File: src/hw/tcdm_params.svh
/* Group dimensions and widths for the TCDM group model */

`ifndef TCDM_PARAMS_SVH
`define TCDM_PARAMS_SVH

// ----------------------------------------
// Initiators
// ----------------------------------------
`define TCDM_NUM_CORES 4
// Cores plus one DMA
`define TCDM_NUM_INI 5

// ----------------------------------------
// Memory
// ----------------------------------------
`define TCDM_NUM_BANKS 4
`define TCDM_ROWS 64
// Word addressed
`define TCDM_ADDR_W 8
`define TCDM_DATA_W 32
`define TCDM_LEN_W 8

`endif

File: src/hw/tcdm_pkg.sv
/* Shared types of the TCDM group
   Request and response structs, DMA job and FSM states */

`default_nettype none

`include "tcdm_params.svh"

package tcdm_pkg;

  localparam int unsigned BankSelW = $clog2(`TCDM_NUM_BANKS);
  localparam int unsigned RowW     = $clog2(`TCDM_ROWS);
  localparam int unsigned IniW     = $clog2(`TCDM_NUM_INI);

  typedef logic [`TCDM_ADDR_W-1:0] addr_t;
  typedef logic [`TCDM_DATA_W-1:0] data_t;
  typedef logic [RowW-1:0]         row_t;
  typedef logic [IniW-1:0]         ini_t;
  typedef logic [`TCDM_LEN_W-1:0]  len_t;

  // Initiator side
  typedef struct packed {
    addr_t addr;
    logic  wen;
    data_t wdata;
  } tcdm_req_t;

  typedef struct packed {
    data_t rdata;
  } tcdm_resp_t;

  // Bank side, tagged with the initiator
  typedef struct packed {
    row_t  row;
    logic  wen;
    data_t wdata;
    ini_t  ini;
  } bank_req_t;

  typedef struct packed {
    logic  valid;
    ini_t  ini;
    data_t rdata;
  } bank_resp_t;

  typedef struct packed {
    addr_t src;
    addr_t dst;
    len_t  len;
  } dma_cfg_t;

  typedef enum logic [2:0] {
    DMA_IDLE,
    DMA_READ,
    DMA_WAIT,
    DMA_WRITE,
    DMA_ACK
  } dma_state_e;

endpackage

`default_nettype wire

File: src/hw/resp_router.sv
/* Routes grants and bank responses back to the initiators
   Purely combinational */

`timescale 1ns/1ps
`default_nettype none

`include "tcdm_params.svh"

module resp_router
  import tcdm_pkg::*;
(
  input  logic       [`TCDM_NUM_BANKS-1:0][`TCDM_NUM_INI-1:0] grant_i,
  input  bank_resp_t [`TCDM_NUM_BANKS-1:0]                    bank_resp_i,
  output logic       [`TCDM_NUM_INI-1:0]                      ini_ready_o,
  output tcdm_resp_t [`TCDM_NUM_INI-1:0]                      ini_resp_o,
  output logic       [`TCDM_NUM_INI-1:0]                      ini_resp_valid_o
);

  // ----------------------------------------
  // Ready from any bank grant
  // ----------------------------------------
  always_comb begin
    ini_ready_o = '0;
    for (int unsigned b = 0; b < `TCDM_NUM_BANKS; b++) begin
      ini_ready_o = ini_ready_o | grant_i[b];
    end
  end

  // ----------------------------------------
  // Response steering by tag
  // ----------------------------------------
  // At most one bank answers a given initiator per cycle
  always_comb begin
    ini_resp_valid_o = '0;
    ini_resp_o       = '0;
    for (int unsigned b = 0; b < `TCDM_NUM_BANKS; b++) begin
      if (bank_resp_i[b].valid) begin
        ini_resp_valid_o[bank_resp_i[b].ini] = 1'b1;
        ini_resp_o[bank_resp_i[b].ini].rdata = bank_resp_i[b].rdata;
      end
    end
  end

endmodule

`default_nettype wire

File: config.mk
export PLATFORM = sky130hd
export DESIGN_NAME = resp_router
export DESIGN_NICKNAME = d
export VERILOG_FILES = /design/src/hw/tcdm_pkg.sv /design/src/hw/resp_router.sv
export VERILOG_INCLUDE_DIRS = /design/src /design/src/hw
export SDC_FILE = /design/constraint.sdc
export NUM_CORES = 1
export LEC_CHECK = 0
export BUFFER_PORTS_ARGS = -buffer_cell sky130_fd_sc_hd__clkbuf_2
export CAP_MARGIN = 15
export CORE_AREA = 3 3 129 131
export DETAILED_ROUTE_END_ITERATION = 12
export DIE_AREA = 0 0 132 134
export MAX_ROUTING_LAYER = met4
export PLACE_DENSITY = 0.66
export REMOVE_ABC_BUFFERS = 1
export SLEW_MARGIN = 30
export SYNTH_ARGS = -nofsm -noshare
export SYNTH_HDL_FRONTEND = slang
export SYNTH_SLANG_ARGS = --single-unit
File: constraint.sdc
create_clock -name vclk -period 2.6
set_input_delay 0.26 -clock vclk [all_inputs]
set_output_delay 0.26 -clock vclk [all_outputs]
set_load 0.005 [all_outputs]
==> results of run 1 <==
==> worst max path at each step <==
stage,end,cells past startpoint,startpoint,slack (ps)
2_1_floorplan,ini_resp_o[128],3,bank_resp_i[104],-1500
3_3_place_gp,ini_resp_o[41],5,bank_resp_i[104],310
3_5_place_dp,ini_resp_o[101],6,bank_resp_i[69],330
4_1_cts,ini_resp_o[101],6,bank_resp_i[69],320
5_1_grt,ini_resp_o[86],6,bank_resp_i[140],180
6_report,ini_resp_o[145],5,bank_resp_i[105],220
==> power by group <==
part | switching [mW] | total, mW | internal, mW
clock network | 0 | 0.0000000516 | 0.0000000516
registers | 0 | 0 | 0
logic | 0.686 | 1.17 | 0.480
==> cells in the mapped netlist <==
| library cell | n | area share, % |
|---|---|---|
| a211oi_1 | 160 | 23 |
| nand3_1 | 160 | 15 |
| nor2_1 | 160 | 11 |
| a221oi_1 | 130 | 21 |
| clkbuf_1 | 129 | 9.1 |
| inv_1 | 32 | 2.3 |
| a221oi_2 | 30 | 8.5 |
| nor4bb_1 | 12 | 2.3 |
| or4_1 | 10 | 1.4 |
| nand4bb_1 | 6 | 1.3 |
| buf_6 | 5 | 1.1 |
| and2_1 | 4 | 0.47 |
| and4b_1 | 4 | 0.75 |
| buf_2 | 4 | 0.38 |
| nor4b_2 | 4 | 1.1 |
| nand4b_1 | 2 | 0.33 |
| or4b_1 | 2 | 0.38 |
| and2_4 | 1 | 0.17 |
==> worst min-delay path: cells and delay by family <==
kind,cells,cell delay (ps)
buf+inv,2,170
simple gates,1,80
==> kinds of logic after synthesis <==
kind of cell,share of synthesized area (%)
buffers and inverters,12.8
AO/OA/AOI/OAI,52.6
AND/OR/NAND/NOR,34.6
==> metal layers <==
metal / global-route usage, % / vias up / routed length (um)
li1: - / 3964 / -
met1: 45.6 / 4330 / 12800
met2: 56.8 / 1007 / 15200
met3: 9.11 / 208 / 4770
met4: 16.1 / 0 / 1710
met5: - / - / 0
==> cell type report <==
type | count | area [um2] | area share (%)
multi-input combinational | 685 | 4880 | 65.5
timing repair buffer | 390 | 2180 | 29.2
inverter | 32 | 120 | 1.61
tap | 216 | 270 | 3.63
antenna | 1 | 2.50 | 0.0336
==> per-stage QoR <==
stage / total power [mW] / setup TNS, ps / setup slack, ps / util, %
final: 1.17 / 0 / 224 / 47.4
after global routing: 1.23 / 0 / 176 / 47.4
after CTS: 1.13 / 0 / 320 / 47.4
after detailed placement: 1.13 / 0 / 326 / 47.4
after global placement: 1.13 / 0 / 313 / 47.4
after floorplan: 0.472 / -153110 / -1500 / -
==> results.ini, run 1 <==
[placed_design]
dp_hpwl_mm=23.3
place.gp.congestion=0.970
placement.cell_area_um2=7450
io_buffers=334
placed_cells=1323

[sta]
maxSlewHeadroom_pct=41.0
setup-violations-final=0
period_minus_slack_ps=2380
timing.fmax_mhz=421
finalMaxSlewViolations=0
worst_hold_slack_ps=771
rsz0062_at_grt=no
post-route-period-util_pct=91.4
tightest_slew_ps=885
final_hold_viol_count=0

[global_routing]
grt-ovfl-total=0
track_usage_pct=36.8
grt_pass1_wl_mm=52.1
antenna_found_initial=1
grt_pass1_vias=9151
grt_max_degree=34

[min_path]
hold_depth=3
worstHoldStart=grant_i[18]
whs_endpoint=ini_ready_o[3]
min-delay-path-class=in2out

[floorplanning]
design.core.area_um2=15700
io-pin-count=334
initial_core_util_pct=33.8
rows=46
die_w_um=132
dieArea_um2=17700
die_y_um=134

[cts]
hold_buffers=0
ctsResizeCount=0
postCtsSetupRepairBufs=0

[final_layout]
fin_cells=1324
nClkBuffers=0
fin_area_um2=7450
layout_common_cells=clkbuf_2, nand3_1, a211oi_1, nor2_1, a221oi_1
seqCellArea_um2=0
nets=1273
synthToLayoutAreaGrowth_pct=40.5
layout_commonest_cell=clkbuf_2
layout-drive-gt1-share_pct=40.8
fill_cells=1606
design.seq.count=0

[synth]
synth_cells=855
yosysSeqAreaShare_pct=0
synth.distinct_cells=18
avgSynthCellArea_um2=6.21
yosysWarningCount=0
netlist_area_um2=5310

[critical_path]
start_kind=input pin
crit_path_end_kind=output port
crit_family=simple AND/OR/NAND/NOR gates
cpMostUsedCell=clkbuf_2
crit_fanout=32
slowest_stage=and2_2
max_stage_delay_ps=780
crit_required_ps=2340
critPathArrivalTime_ps=2120
path_buf_inv=2
critical_path_class=in2out
cp_cell_sequence=clkbuf_2 > nor4bb_4 > and2_2 > a221oi_1 > clkbuf_2

[routing]
dr.first_iter.drc_count=1738
routedWlPerCell_um=26.0
vias_per_cell=7.18
ant_nets=0
wirelength_mm=34.5
vias=9509
drtPass1Iterations=7
remaining_drc_errors=0

[job]
drv_cap=0

[power]
peakVddDrop_v=0.000108
p_leak_nw=3.17
p_per_area_nw_per_um2=157

[run_status]
outcome=finished clean

Note: power is estimated with default switching activity, not from simulation.
==> run 2, diff against run 1 <==
--- a/config.mk
+++ b/config.mk
@@ -8,12 +8,12 @@
 export LEC_CHECK = 0
 export BUFFER_PORTS_ARGS = -buffer_cell sky130_fd_sc_hd__clkbuf_2
 export CAP_MARGIN = 15
-export CORE_AREA = 3 3 129 131
+export CORE_AREA = 3 3 130 132
 export DETAILED_ROUTE_END_ITERATION = 12
-export DIE_AREA = 0 0 132 134
+export DIE_AREA = 0 0 133 135
 export MAX_ROUTING_LAYER = met4
-export PLACE_DENSITY = 0.66
 export REMOVE_ABC_BUFFERS = 1
+export SETUP_SLACK_MARGIN = 0.4
 export SLEW_MARGIN = 30
 export SYNTH_ARGS = -nofsm -noshare
 export SYNTH_HDL_FRONTEND = slang
==> results.ini, run 2 (same netlist as run 1, synthesis figures left out) <==
[run_status]
outcome=finished clean

[power]
p_leak_nw=3.20
p_sw_mw=0.679
switching_share_pct=58.2
p_int_mw=0.488
p_per_area_nw_per_um2=154
p_seq_share_pct=0
combPwrFrac_pct=100.0
peakVddDrop_v=0.0000753
clockPowerShare_pct=0

[sta]
period_minus_slack_ps=2240
worst_slack_ps=355
rsz0062_at_grt=yes
maxSlewHeadroom_pct=64.5
setup-violations-final=0
timing.fmax_mhz=445
final_hold_viol_count=0
finalMaxSlewViolations=0
tightest_slew_ps=532
post-route-period-util_pct=86.3
worst_hold_slack_ps=772

[placed_design]
place.gp.congestion=0.905
dp_hpwl_mm=22.9
io_buffers=334
placed_cells=1316
place_ws_ps=246

[final_layout]
seqCellArea_um2=0
synthToLayoutAreaGrowth_pct=42.5
fin_cells=1325
nets=1274
layout_commonest_cell=clkbuf_2
nClkBuffers=0
layout_common_cells=clkbuf_2, nand3_1, a211oi_1, nor2_1, a221oi_1
layout-drive-gt1-share_pct=41.2
design.seq.count=0

[critical_path]
critPathArrivalTime_ps=1980
crit_path_end_kind=output port
crit_fanout=33
crit_required_ps=2340
critical_path_class=in2out
start_kind=input pin
cp-startpoint=bank_resp_i[140]

[floorplanning]
dieArea_um2=18000
die_y_um=135
initial_core_util_pct=33.5
die_w_um=133
rows=46
io-pin-count=334
design.core.area_um2=15800

[job]
drv_cap=0

[routing]
vias_per_cell=7.04
remaining_drc_errors=0
ant_nets=0
wirelength_mm=33.1
routedWlPerCell_um=25.0
drtPass1Iterations=5
vias=9327
dr.first_iter.drc_count=1430

[global_routing]
track_usage_pct=34.9
grt_pass1_vias=8498
grt_pass1_wl_mm=50.0
grt-ovfl-total=0
antenna_found_initial=0
grt_max_degree=34

[min_path]
worstHoldStart=grant_i[18]
min-delay-path-class=in2out

-- run 2: path summary, 6_finish.rpt --
kind              slack, ps  cells past startpoint               to
setup / recovery        360                      5  ini_resp_o[116]
hold / removal          770                      3   ini_ready_o[3]
-- run 2: repair_timing --
item                                    4_1_cts  5_1_grt
gates cloned                                  2        1
endpoints found under the setup margin       58       35
hold buffers                                  0        0
pin swaps                                     1        2
resized for setup                             8       13
buffers inserted                              2        3
-- run 2: worst max-delay path: stages --
cell and delay [ps]:
clkbuf_2 270, and4b_4 650, a211oi_1 100, a221oi_1 490, clkbuf_2 200
-- run 2: power by group through the flow --
stage	Combinational, mW	Clock [mW]	Sequential (mW)
5_1_grt	1.24	0	0
2_1_floorplan	0.472	0	0
3_5_place_dp	1.12	0	0
3_3_place_gp	1.11	0	0
6_report	1.17	0.0000000520	0
4_1_cts	1.13	0	0
-- run 2: per-stage QoR --
step,TNS [ps],area [um2],power (mW),utilization (%)
6_report,0,7560,1.17,47.8
5_1_grt,0,7560,1.24,47.8
4_1_cts,0,7480,1.13,47.3
3_5_place_dp,0,7430,1.12,47.0
3_3_place_gp,0,7430,1.11,47.0
2_1_floorplan,-153110,4750,0.472,-
-- run 2: area by class of cell --
cell class | instances | area (um2)
fillers | 1653 | 8270
multi-input cells | 687 | 4940
repair buffers | 389 | 2220
well taps | 216 | 270
inverters | 32 | 120
diodes | 1 | 2.50
-- run 2: routing by layer --
layer  GRT usage (%)  up-vias  part of all wire [%]
met5               -        -                     0
met4            12.2        0                   4.4
met3            4.92      155                    12
met2            56.2      896                    46
met1            44.8     4311                    38
li1                -     3965                     -
