<file path="src/hw/tcdm_params.svh">
/* Group dimensions and widths for the TCDM group model */

`ifndef TCDM_PARAMS_SVH
`define TCDM_PARAMS_SVH

// ----------------------------------------
// Initiators
// ----------------------------------------
`define TCDM_NUM_CORES 4
// Cores plus one DMA
`define TCDM_NUM_INI 5

// ----------------------------------------
// Memory
// ----------------------------------------
`define TCDM_NUM_BANKS 4
`define TCDM_ROWS 64
// Word addressed
`define TCDM_ADDR_W 8
`define TCDM_DATA_W 32
`define TCDM_LEN_W 8

`endif

</file>
<file path="src/hw/tcdm_pkg.sv">
/* Shared types of the TCDM group
   Request and response structs, DMA job and FSM states */

`default_nettype none

`include "tcdm_params.svh"

package tcdm_pkg;

  localparam int unsigned BankSelW = $clog2(`TCDM_NUM_BANKS);
  localparam int unsigned RowW     = $clog2(`TCDM_ROWS);
  localparam int unsigned IniW     = $clog2(`TCDM_NUM_INI);

  typedef logic [`TCDM_ADDR_W-1:0] addr_t;
  typedef logic [`TCDM_DATA_W-1:0] data_t;
  typedef logic [RowW-1:0]         row_t;
  typedef logic [IniW-1:0]         ini_t;
  typedef logic [`TCDM_LEN_W-1:0]  len_t;

  // Initiator side
  typedef struct packed {
    addr_t addr;
    logic  wen;
    data_t wdata;
  } tcdm_req_t;

  typedef struct packed {
    data_t rdata;
  } tcdm_resp_t;

  // Bank side, tagged with the initiator
  typedef struct packed {
    row_t  row;
    logic  wen;
    data_t wdata;
    ini_t  ini;
  } bank_req_t;

  typedef struct packed {
    logic  valid;
    ini_t  ini;
    data_t rdata;
  } bank_resp_t;

  typedef struct packed {
    addr_t src;
    addr_t dst;
    len_t  len;
  } dma_cfg_t;

  typedef enum logic [2:0] {
    DMA_IDLE,
    DMA_READ,
    DMA_WAIT,
    DMA_WRITE,
    DMA_ACK
  } dma_state_e;

endpackage

`default_nettype wire

</file>
<file path="src/hw/dma_ctrl.sv">
/* Simplified TCDM DMA
   Copies a block word by word as read then write requests */

`timescale 1ns/1ps
`default_nettype none

module dma_ctrl
  import tcdm_pkg::*;
(
  input  logic       clk_i,
  input  logic       arst_n_i,
  input  logic       dma_start_i,
  input  dma_cfg_t   dma_cfg_i,
  output tcdm_req_t  req_o,
  output logic       req_valid_o,
  input  logic       req_ready_i,
  input  tcdm_resp_t resp_i,
  input  logic       resp_valid_i,
  output logic       dma_busy_o,
  output logic       dma_done_o
);

  dma_state_e state_q, state_d;
  addr_t      src_q, src_d;
  addr_t      dst_q, dst_d;
  len_t       cnt_q, cnt_d;
  logic       done_q, done_d;
  data_t      data_q;

  // ----------------------------------------
  // Copy FSM
  // ----------------------------------------
  always_comb begin
    state_d     = state_q;
    src_d       = src_q;
    dst_d       = dst_q;
    cnt_d       = cnt_q;
    done_d      = 1'b0;
    req_valid_o = 1'b0;
    req_o       = '{addr: src_q, wen: 1'b0, wdata: '0};

    unique case (state_q)
      DMA_IDLE: begin
        if (dma_start_i) begin
          src_d = dma_cfg_i.src;
          dst_d = dma_cfg_i.dst;
          cnt_d = dma_cfg_i.len;
          // Empty job ends right away
          if (dma_cfg_i.len == '0) begin
            done_d = 1'b1;
          end else begin
            state_d = DMA_READ;
          end
        end
      end
      DMA_READ: begin
        req_valid_o = 1'b1;
        if (req_ready_i) begin
          state_d = DMA_WAIT;
        end
      end
      DMA_WAIT: begin
        if (resp_valid_i) begin
          state_d = DMA_WRITE;
        end
      end
      DMA_WRITE: begin
        req_valid_o = 1'b1;
        req_o       = '{addr: dst_q, wen: 1'b1, wdata: data_q};
        if (req_ready_i) begin
          state_d = DMA_ACK;
        end
      end
      DMA_ACK: begin
        if (resp_valid_i) begin
          src_d = src_q + 1'b1;
          dst_d = dst_q + 1'b1;
          cnt_d = cnt_q - 1'b1;
          if (cnt_q == len_t'(1)) begin
            state_d = DMA_IDLE;
            done_d  = 1'b1;
          end else begin
            state_d = DMA_READ;
          end
        end
      end
      default: state_d = DMA_IDLE;
    endcase
  end

  always_ff @(posedge clk_i or negedge arst_n_i) begin
    if (!arst_n_i) begin
      state_q <= DMA_IDLE;
      src_q   <= '0;
      dst_q   <= '0;
      cnt_q   <= '0;
      done_q  <= 1'b0;
    end else begin
      state_q <= state_d;
      src_q   <= src_d;
      dst_q   <= dst_d;
      cnt_q   <= cnt_d;
      done_q  <= done_d;
    end
  end

  // Word in flight between read and write
  always_ff @(posedge clk_i) begin
    if (state_q == DMA_WAIT && resp_valid_i) begin
      data_q <= resp_i.rdata;
    end
  end

  assign dma_busy_o = (state_q != DMA_IDLE);
  assign dma_done_o = done_q;

endmodule

`default_nettype wire

</file>
<file path="config.mk">
export PLATFORM = sky130hd
export DESIGN_NAME = dma_ctrl
export DESIGN_NICKNAME = d
export VERILOG_FILES = /design/src/hw/tcdm_pkg.sv /design/src/hw/dma_ctrl.sv
export VERILOG_INCLUDE_DIRS = /design/src /design/src/hw
export SDC_FILE = /design/constraint.sdc
export NUM_CORES = 1
export LEC_CHECK = 0
export CORE_MARGIN = 2
export CORE_UTILIZATION = 45
export DETAILED_ROUTE_END_ITERATION = 8
export DONT_BUFFER_PORTS = 1
export PLACE_DENSITY = 0.72
export SYNTH_ARGS = -nofsm -noshare
export SYNTH_HDL_FRONTEND = slang
export SYNTH_SLANG_ARGS = --single-unit
</file>
<file path="constraint.sdc">
create_clock -name clk_i -period 1.76 [get_ports clk_i]
set_input_delay 0.264 -clock clk_i [delete_from_list [all_inputs] [get_ports clk_i]]
set_output_delay 0.264 -clock clk_i [all_outputs]
set_load 0.02 [all_outputs]
</file>
==> flow_metrics.env, run 1 <==
export IMPL_status="complete, but fails checks"
export IMPL_failed_checks="negative setup slack"
export IMPL_synth_avg_cell_area_um2=10.9
export IMPL_initial_core_util_pct=46.8
export IMPL_grt_max_degree=36
export IMPL_die_w_um=85.5
export IMPL_ant_nets=0
export IMPL_ios=105
export IMPL_synth_seq_area_share_pct=55.6
export IMPL_cpPeakStageDelay_ns=0.40
export IMPL_setup_viol=9
export IMPL_end_kind="primary output"
export IMPL_fill_cells=517
export IMPL_wl_met1_mm=3.03
export IMPL_cp_buffers_inverters=1
export IMPL_leakage_nw=1.45
export IMPL_yosys_area_share_simple_pct=19.6
export IMPL_insertion_delay_ns=0.34
export IMPL_crit_end="req_o[40]"
export IMPL_antenna_cells=0
export IMPL_grt_pass1_wl_mm=10.5
export IMPL_synth_cells=275
export IMPL_finalSetupTns_ns=-0.800
export IMPL_cts_sinks=60
export IMPL_final_cells=395
export IMPL_rsz0062_at_grt="true"
export IMPL_synth_nets=340
export IMPL_muxShareOfSynthArea_pct=3.64
export IMPL_crit_fanout=8
export IMPL_cp_startpoint="state_q[2]$_DFFE_PN0P_"
export IMPL_drt_wirelength_per_cell_um=18.3
export IMPL_synth_cell_type_count=50
export IMPL_fin_worst_skew_ns=0.0115
export IMPL_route_detailed_drc=0
export IMPL_period_share_pct=106
export IMPL_via_count=2322
export IMPL_numPortBuffers=0
export IMPL_cts_tree="built"
export IMPL_synthTopCellsByArea="edfxtp_1 32%, dfrtp_1 23%, and3_1 6.7%"
export IMPL_netlist_area_um2=2990
export IMPL_dr_max_layer_used="met4"
export IMPL_ys_ff_latch=60
export IMPL_dp_cells=349
export IMPL_htreeDepth=3
export IMPL_power_density_nw_per_um2=1700
export IMPL_crit_cells=4
export IMPL_antenna_found_initial=0
export IMPL_crit_slowest_cell="dfrtp_1"
export IMPL_clk_pin_slew_ns=0.07
export IMPL_vias_per_cell=5.88
export IMPL_hpwl_mm=4.59
export IMPL_synth_adder_area_share_pct=1.68
export IMPL_start_kind="flip-flop"
export IMPL_final_core_util_pct=58.5
export IMPL_r2r_slack_ns=0.02
export IMPL_reg2regPathDepth=6
export IMPL_met2_length_mm=3.60
export IMPL_grt_pass1_vias=2127
export IMPL_r2r_end="cnt_q[1]$_DFFE_PN0P_"
export IMPL_drt_iter0_drc=129
export IMPL_cts_max_path_buffers=2
export IMPL_cp_arrival_ns=1.60
export IMPL_critPathRequiredTime_ns=1.50
export IMPL_cp_cell_sequence="and2b_2, and2_4, buf_8, mux2_4"
export IMPL_min_path_type="in2reg"
export IMPL_syn_to_final_growth_pct=25.0
export IMPL_hold_violations=0
export IMPL_finalNetCount=378
export IMPL_synth_compound_area_share_pct=14.8
export IMPL_async_reset_ff_share_pct=46.7
export IMPL_fmax_ghz=0.536
export IMPL_synth_top_cells_by_count="32 x a21oi_1, 32 x and3_1, 32 x edfxtp_1"
export IMPL_synth_top_family_by_area="simple AND/OR/NAND/NOR gates"
export IMPL_overflow=0
export IMPL_relSlewSlack_pct=66.8
export IMPL_r2r_start="state_q[2]$_DFFE_PN0P_"
export IMPL_routed_wl_mm=7.22
export IMPL_core_um2=6390
export IMPL_cts_buffers=9
export IMPL_crit_type="reg2out"
export IMPL_whs_ns=0.0261
export IMPL_synth_largest_area_cell="edfxtp_1"
export IMPL_ys_flop_type="edfxtp_1"
export IMPL_drive_gt1_share_pct=27.7
export IMPL_clockRootBuffer="clkbuf_8"
export IMPL_synth_edf_count=32
export IMPL_netlist_area_leader_share_pct=32.2
export IMPL_tightestPinTransition_ns=0.494
export IMPL_grt_util_all_layers_pct=18.8
export IMPL_ir_worst_vdd_mv=0.859
export IMPL_critPathTopFamily="flip-flops"
export IMPL_first_pass_iters=4
export IMPL_finalWorstSetupSlack_ns=-0.106
export IMPL_wl_met3_um=461
export IMPL_synth_xor_area_share_pct=0.293
export IMPL_maxSlewViolCount=0
export IMPL_die_h_um=85.5
export IMPL_fin_crit_ns=1.87
export IMPL_yosysWarnings=0
export IMPL_dieArea_um2=7300
export IMPL_rows=29
export IMPL_maxCapViolations=0
export IMPL_gp_congestion=0.844
-- metal layers --
layer  vias up  track usage (%)
li1       1109                -
met1      1120             22.8
met2        81             30.3
met3        12             5.45
met4         0             9.81
met5         -                0
-- sequential cells by signal, summed over array words and instances (netlist names) --
| name | flops |
|---|---|
| dma_done_o | 1 |
| src_q | 8 |
| dst_q | 8 |
| state_q | 3 |
| data_q | 32 |
| cnt_q | 8 |
-- what timing repair did --
action / 4_1_cts / 5_1_grt
buffers inserted: 1 / 3
gates cloned: 0 / 0
hold buffers: 15 / 12
endpoints found under the setup margin: 41 / 48
hold endpoints to repair: 41 / 12
pin swaps: 0 / 1
gates resized for setup: 31 / 17
-- logic make-up after synthesis --
| family | Yosys count |
|---|---|
| AND/OR/NAND/NOR | 101 |
| adder cells (fa/ha/maj) | 4 |
| XOR/XNOR | 1 |
| flip-flops | 60 |
| multiplexers | 10 |
| AO/OA/AOI/OAI | 74 |
| buffers and inverters | 25 |
-- per-stage QoR --
step                total power [W]  cell area (µm²)  worst slack, ns
floorplan                   0.00420             2990           0.0297
global placement            0.00472             3130            0.162
detailed placement          0.00478             3130            0.126
CTS                         0.00624             3560           -0.117
global route                0.00672             3730           -0.178
finish                      0.00633             3730           -0.106
-- cell usage in the layout, fill, tap and decap left out, drive strengths merged, types with 6 or more instances in the layout --
cell / n
a21oi: 32
and3: 32
buf: 21
clkbuf: 9
dfrtp: 28
dlygate4sd3: 26
edfxtp: 32
inv: 6
mux2: 7
nand2: 18
nand3: 9
nor2: 12
nor3: 7
o21ai: 19
o32ai: 6
-- worst min path at each step --
stage,from,to,slack (ns),depth (start not counted)
after floorplan,arst_n_i,cnt_q[0]$_DFFE_PN0P_,-0.03,0
after global placement,arst_n_i,dst_q[2]$_DFFE_PN0P_,-0.03,0
after detailed placement,arst_n_i,dst_q[2]$_DFFE_PN0P_,-0.03,0
after CTS,resp_i[8],data_q[8]$_DFFE_PP_,0.0003,0
after global routing,resp_i[14],data_q[14]$_DFFE_PP_,0.0009,0
final,resp_i[14],data_q[14]$_DFFE_PP_,0.03,0
-- where the power goes --
group	leakage, nW	total [W]	internal (W)	switching [W]
Combinational	0.744	0.00278	0.00112	0.00166
Sequential	0.614	0.00232	0.00194	0.000375
Clock	0.0958	0.00123	0.000660	0.000574
-- layout make-up --
class	count	area, µm²	share of cell area (%)
tap	77	96.3	2.58
multi-input combinational	190	1280	34.3
inverter	5	18.8	0.503
clock buffer	9	124	3.32
timing repair buffer	47	474	12.7
sequential	60	1660	44.5
clock inverter	7	76.3	2.04
(Power assumes the default switching activity.)
==> run 2: changes to the inputs <==
--- a/config.mk
+++ b/config.mk
@@ -11,6 +11,7 @@
 export DETAILED_ROUTE_END_ITERATION = 8
 export DONT_BUFFER_PORTS = 1
 export PLACE_DENSITY = 0.72
+export SKIP_CTS_REPAIR_TIMING = 1
 export SYNTH_ARGS = -nofsm -noshare
 export SYNTH_HDL_FRONTEND = slang
 export SYNTH_SLANG_ARGS = --single-unit
==> run 2 against run 1 <==
The flow still finishes with violations (negative setup slack). Cell count shrank 0.51%. Count of clock-buffer cells in the layout is the same. Worst hold slack lost 0.00059 ns. Die area is the same. Critical endpoint is now req_o[34]. Largest power group unchanged.
==> flow_metrics.env, run 2 (same netlist as run 1, synthesis figures left out) <==
export IMPL_status="complete, but fails checks"
export IMPL_failed_checks="negative setup slack"
export IMPL_drt_wirelength_per_cell_um=18.0
export IMPL_relSlewSlack_pct=66.3
export IMPL_ios=105
export IMPL_top_register="data_q"
export IMPL_cts_max_path_buffers=2
export IMPL_htreeDepth=3
export IMPL_maxSlewViolCount=0
export IMPL_vias_per_cell=5.92
export IMPL_fin_worst_skew_ns=0.00804
export IMPL_grt_util_all_layers_pct=17.8
export IMPL_dieArea_um2=7300
export IMPL_drt_iter0_drc=137
export IMPL_finalSetupTns_ns=-0.767
export IMPL_antenna_found_initial=0
export IMPL_hpwl_mm=4.59
export IMPL_final_core_util_pct=58.2
export IMPL_cts_buffers=9
export IMPL_hold_violations=0
export IMPL_final_cells=393
export IMPL_first_pass_iters=5
export IMPL_p_switching_w=0.00259
export IMPL_finalNetCount=376
export IMPL_p_total_w=0.00629
export IMPL_pwr_share_seq_pct=36.9
export IMPL_insertion_delay_ns=0.34
export IMPL_leakage_nw=1.44
export IMPL_crit_fanout=3
export IMPL_fin_crit_ns=1.86
export IMPL_most_common_layout_cells="32 x and3_2, 32 x a21oi_1, 32 x edfxtp_1"
export IMPL_clk_pin_slew_ns=0.06
export IMPL_route_detailed_drc=0
export IMPL_gp_congestion=0.844
export IMPL_start_kind="flip-flop"
export IMPL_core_um2=6390
export IMPL_end_kind="primary output"
export IMPL_via_count=2325
export IMPL_grt_max_degree=36
export IMPL_ir_worst_vdd_mv=0.866
export IMPL_clockRootBuffer="clkbuf_8"
export IMPL_rsz0062_at_grt="true"
export IMPL_grt_pass1_wl_mm=9.94
export IMPL_period_share_pct=106
export IMPL_dp_cells=349
export IMPL_ant_nets=0
export IMPL_antenna_cells=0
export IMPL_drive_gt1_share_pct=27.2
export IMPL_crit_type="reg2out"
export IMPL_largest_register_ffs=32
export IMPL_grt_pass1_vias=1998
export IMPL_p_int_w=0.00369
export IMPL_critPathRequiredTime_ns=1.50
export IMPL_min_path_type="in2reg"
export IMPL_routed_wl_mm=7.08
export IMPL_fill_cells=508
export IMPL_die_h_um=85.5
export IMPL_power_density_nw_per_um2=1690
export IMPL_cts_sinks=60
export IMPL_clkPwrFrac_pct=19.5
export IMPL_overflow=0
export IMPL_fmax_ghz=0.536
export IMPL_seqCellArea_um2=1660
export IMPL_finalWorstSetupSlack_ns=-0.104
export IMPL_cp_arrival_ns=1.60
export IMPL_multiInputGateArea_um2=1280
export IMPL_die_w_um=85.5
export IMPL_rows=29
export IMPL_tightestPinTransition_ns=0.501
export IMPL_maxCapViolations=0
export IMPL_syn_to_final_growth_pct=24.3
export IMPL_cts_tree="built"
export IMPL_pwr_share_comb_pct=43.6
export IMPL_whs_ns=0.0255
export IMPL_switching_share_pct=41.2
export IMPL_setup_viol=8
export IMPL_initial_core_util_pct=46.8
export IMPL_numPortBuffers=0
-- run 2: power groups by stage --
stage	Clock, W	Combinational, W	Sequential [W]
after floorplan	0	0.00197	0.00222
after CTS	0.00127	0.00247	0.00229
final	0.00123	0.00274	0.00232
after global routing	0.00134	0.00297	0.00237
after global placement	0	0.00241	0.00231
after detailed placement	0	0.00246	0.00232
-- run 2: worst max-delay path: stages (launching register included) --
cell and delay [ns]:
dfrtp_1 0.40, and2b_2 0.22, and2_4 0.17, buf_4 0.15
mux2_4 0.33
-- run 2: final timing paths --
path | cells after the start | from | endpoint | slack (ns)
min reg2reg | 1 | src_q[7]$_DFFE_PN0P_ | src_q[7]$_DFFE_PN0P_ | 0.49
min in group asynchronous | 2 | arst_n_i | dst_q[5]$_DFFE_PN0P_ | 0.37
max reg2reg | 5 | state_q[2]$_DFFE_PN0P_ | cnt_q[4]$_DFFE_PN0P_ | 0.13
max | 4 | state_q[0]$_DFFE_PN0P_ | req_o[34] | -0.10
min | 0 | resp_i[14] | data_q[14]$_DFFE_PP_ | 0.03
max in group asynchronous | 2 | arst_n_i | state_q[0]$_DFFE_PN0P_ | 1.23
-- run 2: final cells by class --
type	instances	area share [%]
clock inverter	7	2.06
clock buffer	9	3.34
multi-input combinational	190	34.4
tap	77	2.59
timing repair buffer	45	12.4
sequential	60	44.7
inverter	5	0.505
-- run 2: through the flow --
stage,area (µm²),setup WS [ns]
2_1_floorplan,2990,0.0297
3_3_place_gp,3130,0.162
3_5_place_dp,3130,0.126
4_1_cts,3330,-0.244
5_1_grt,3710,-0.179
6_report,3710,-0.104
-- run 2: per-layer routing --
| layer | up-vias | share of wire, % | routed length (µm) | track usage, % |
|---|---|---|---|---|
| li1 | 1108 | - | - | - |
| met1 | 1108 | 43 | 3060 | 22.4 |
| met2 | 94 | 48 | 3410 | 27.5 |
| met3 | 15 | 6.8 | 483 | 5.54 |
| met4 | 0 | 1.9 | 135 | 9.52 |
| met5 | - | 0 | 0 | 0 |
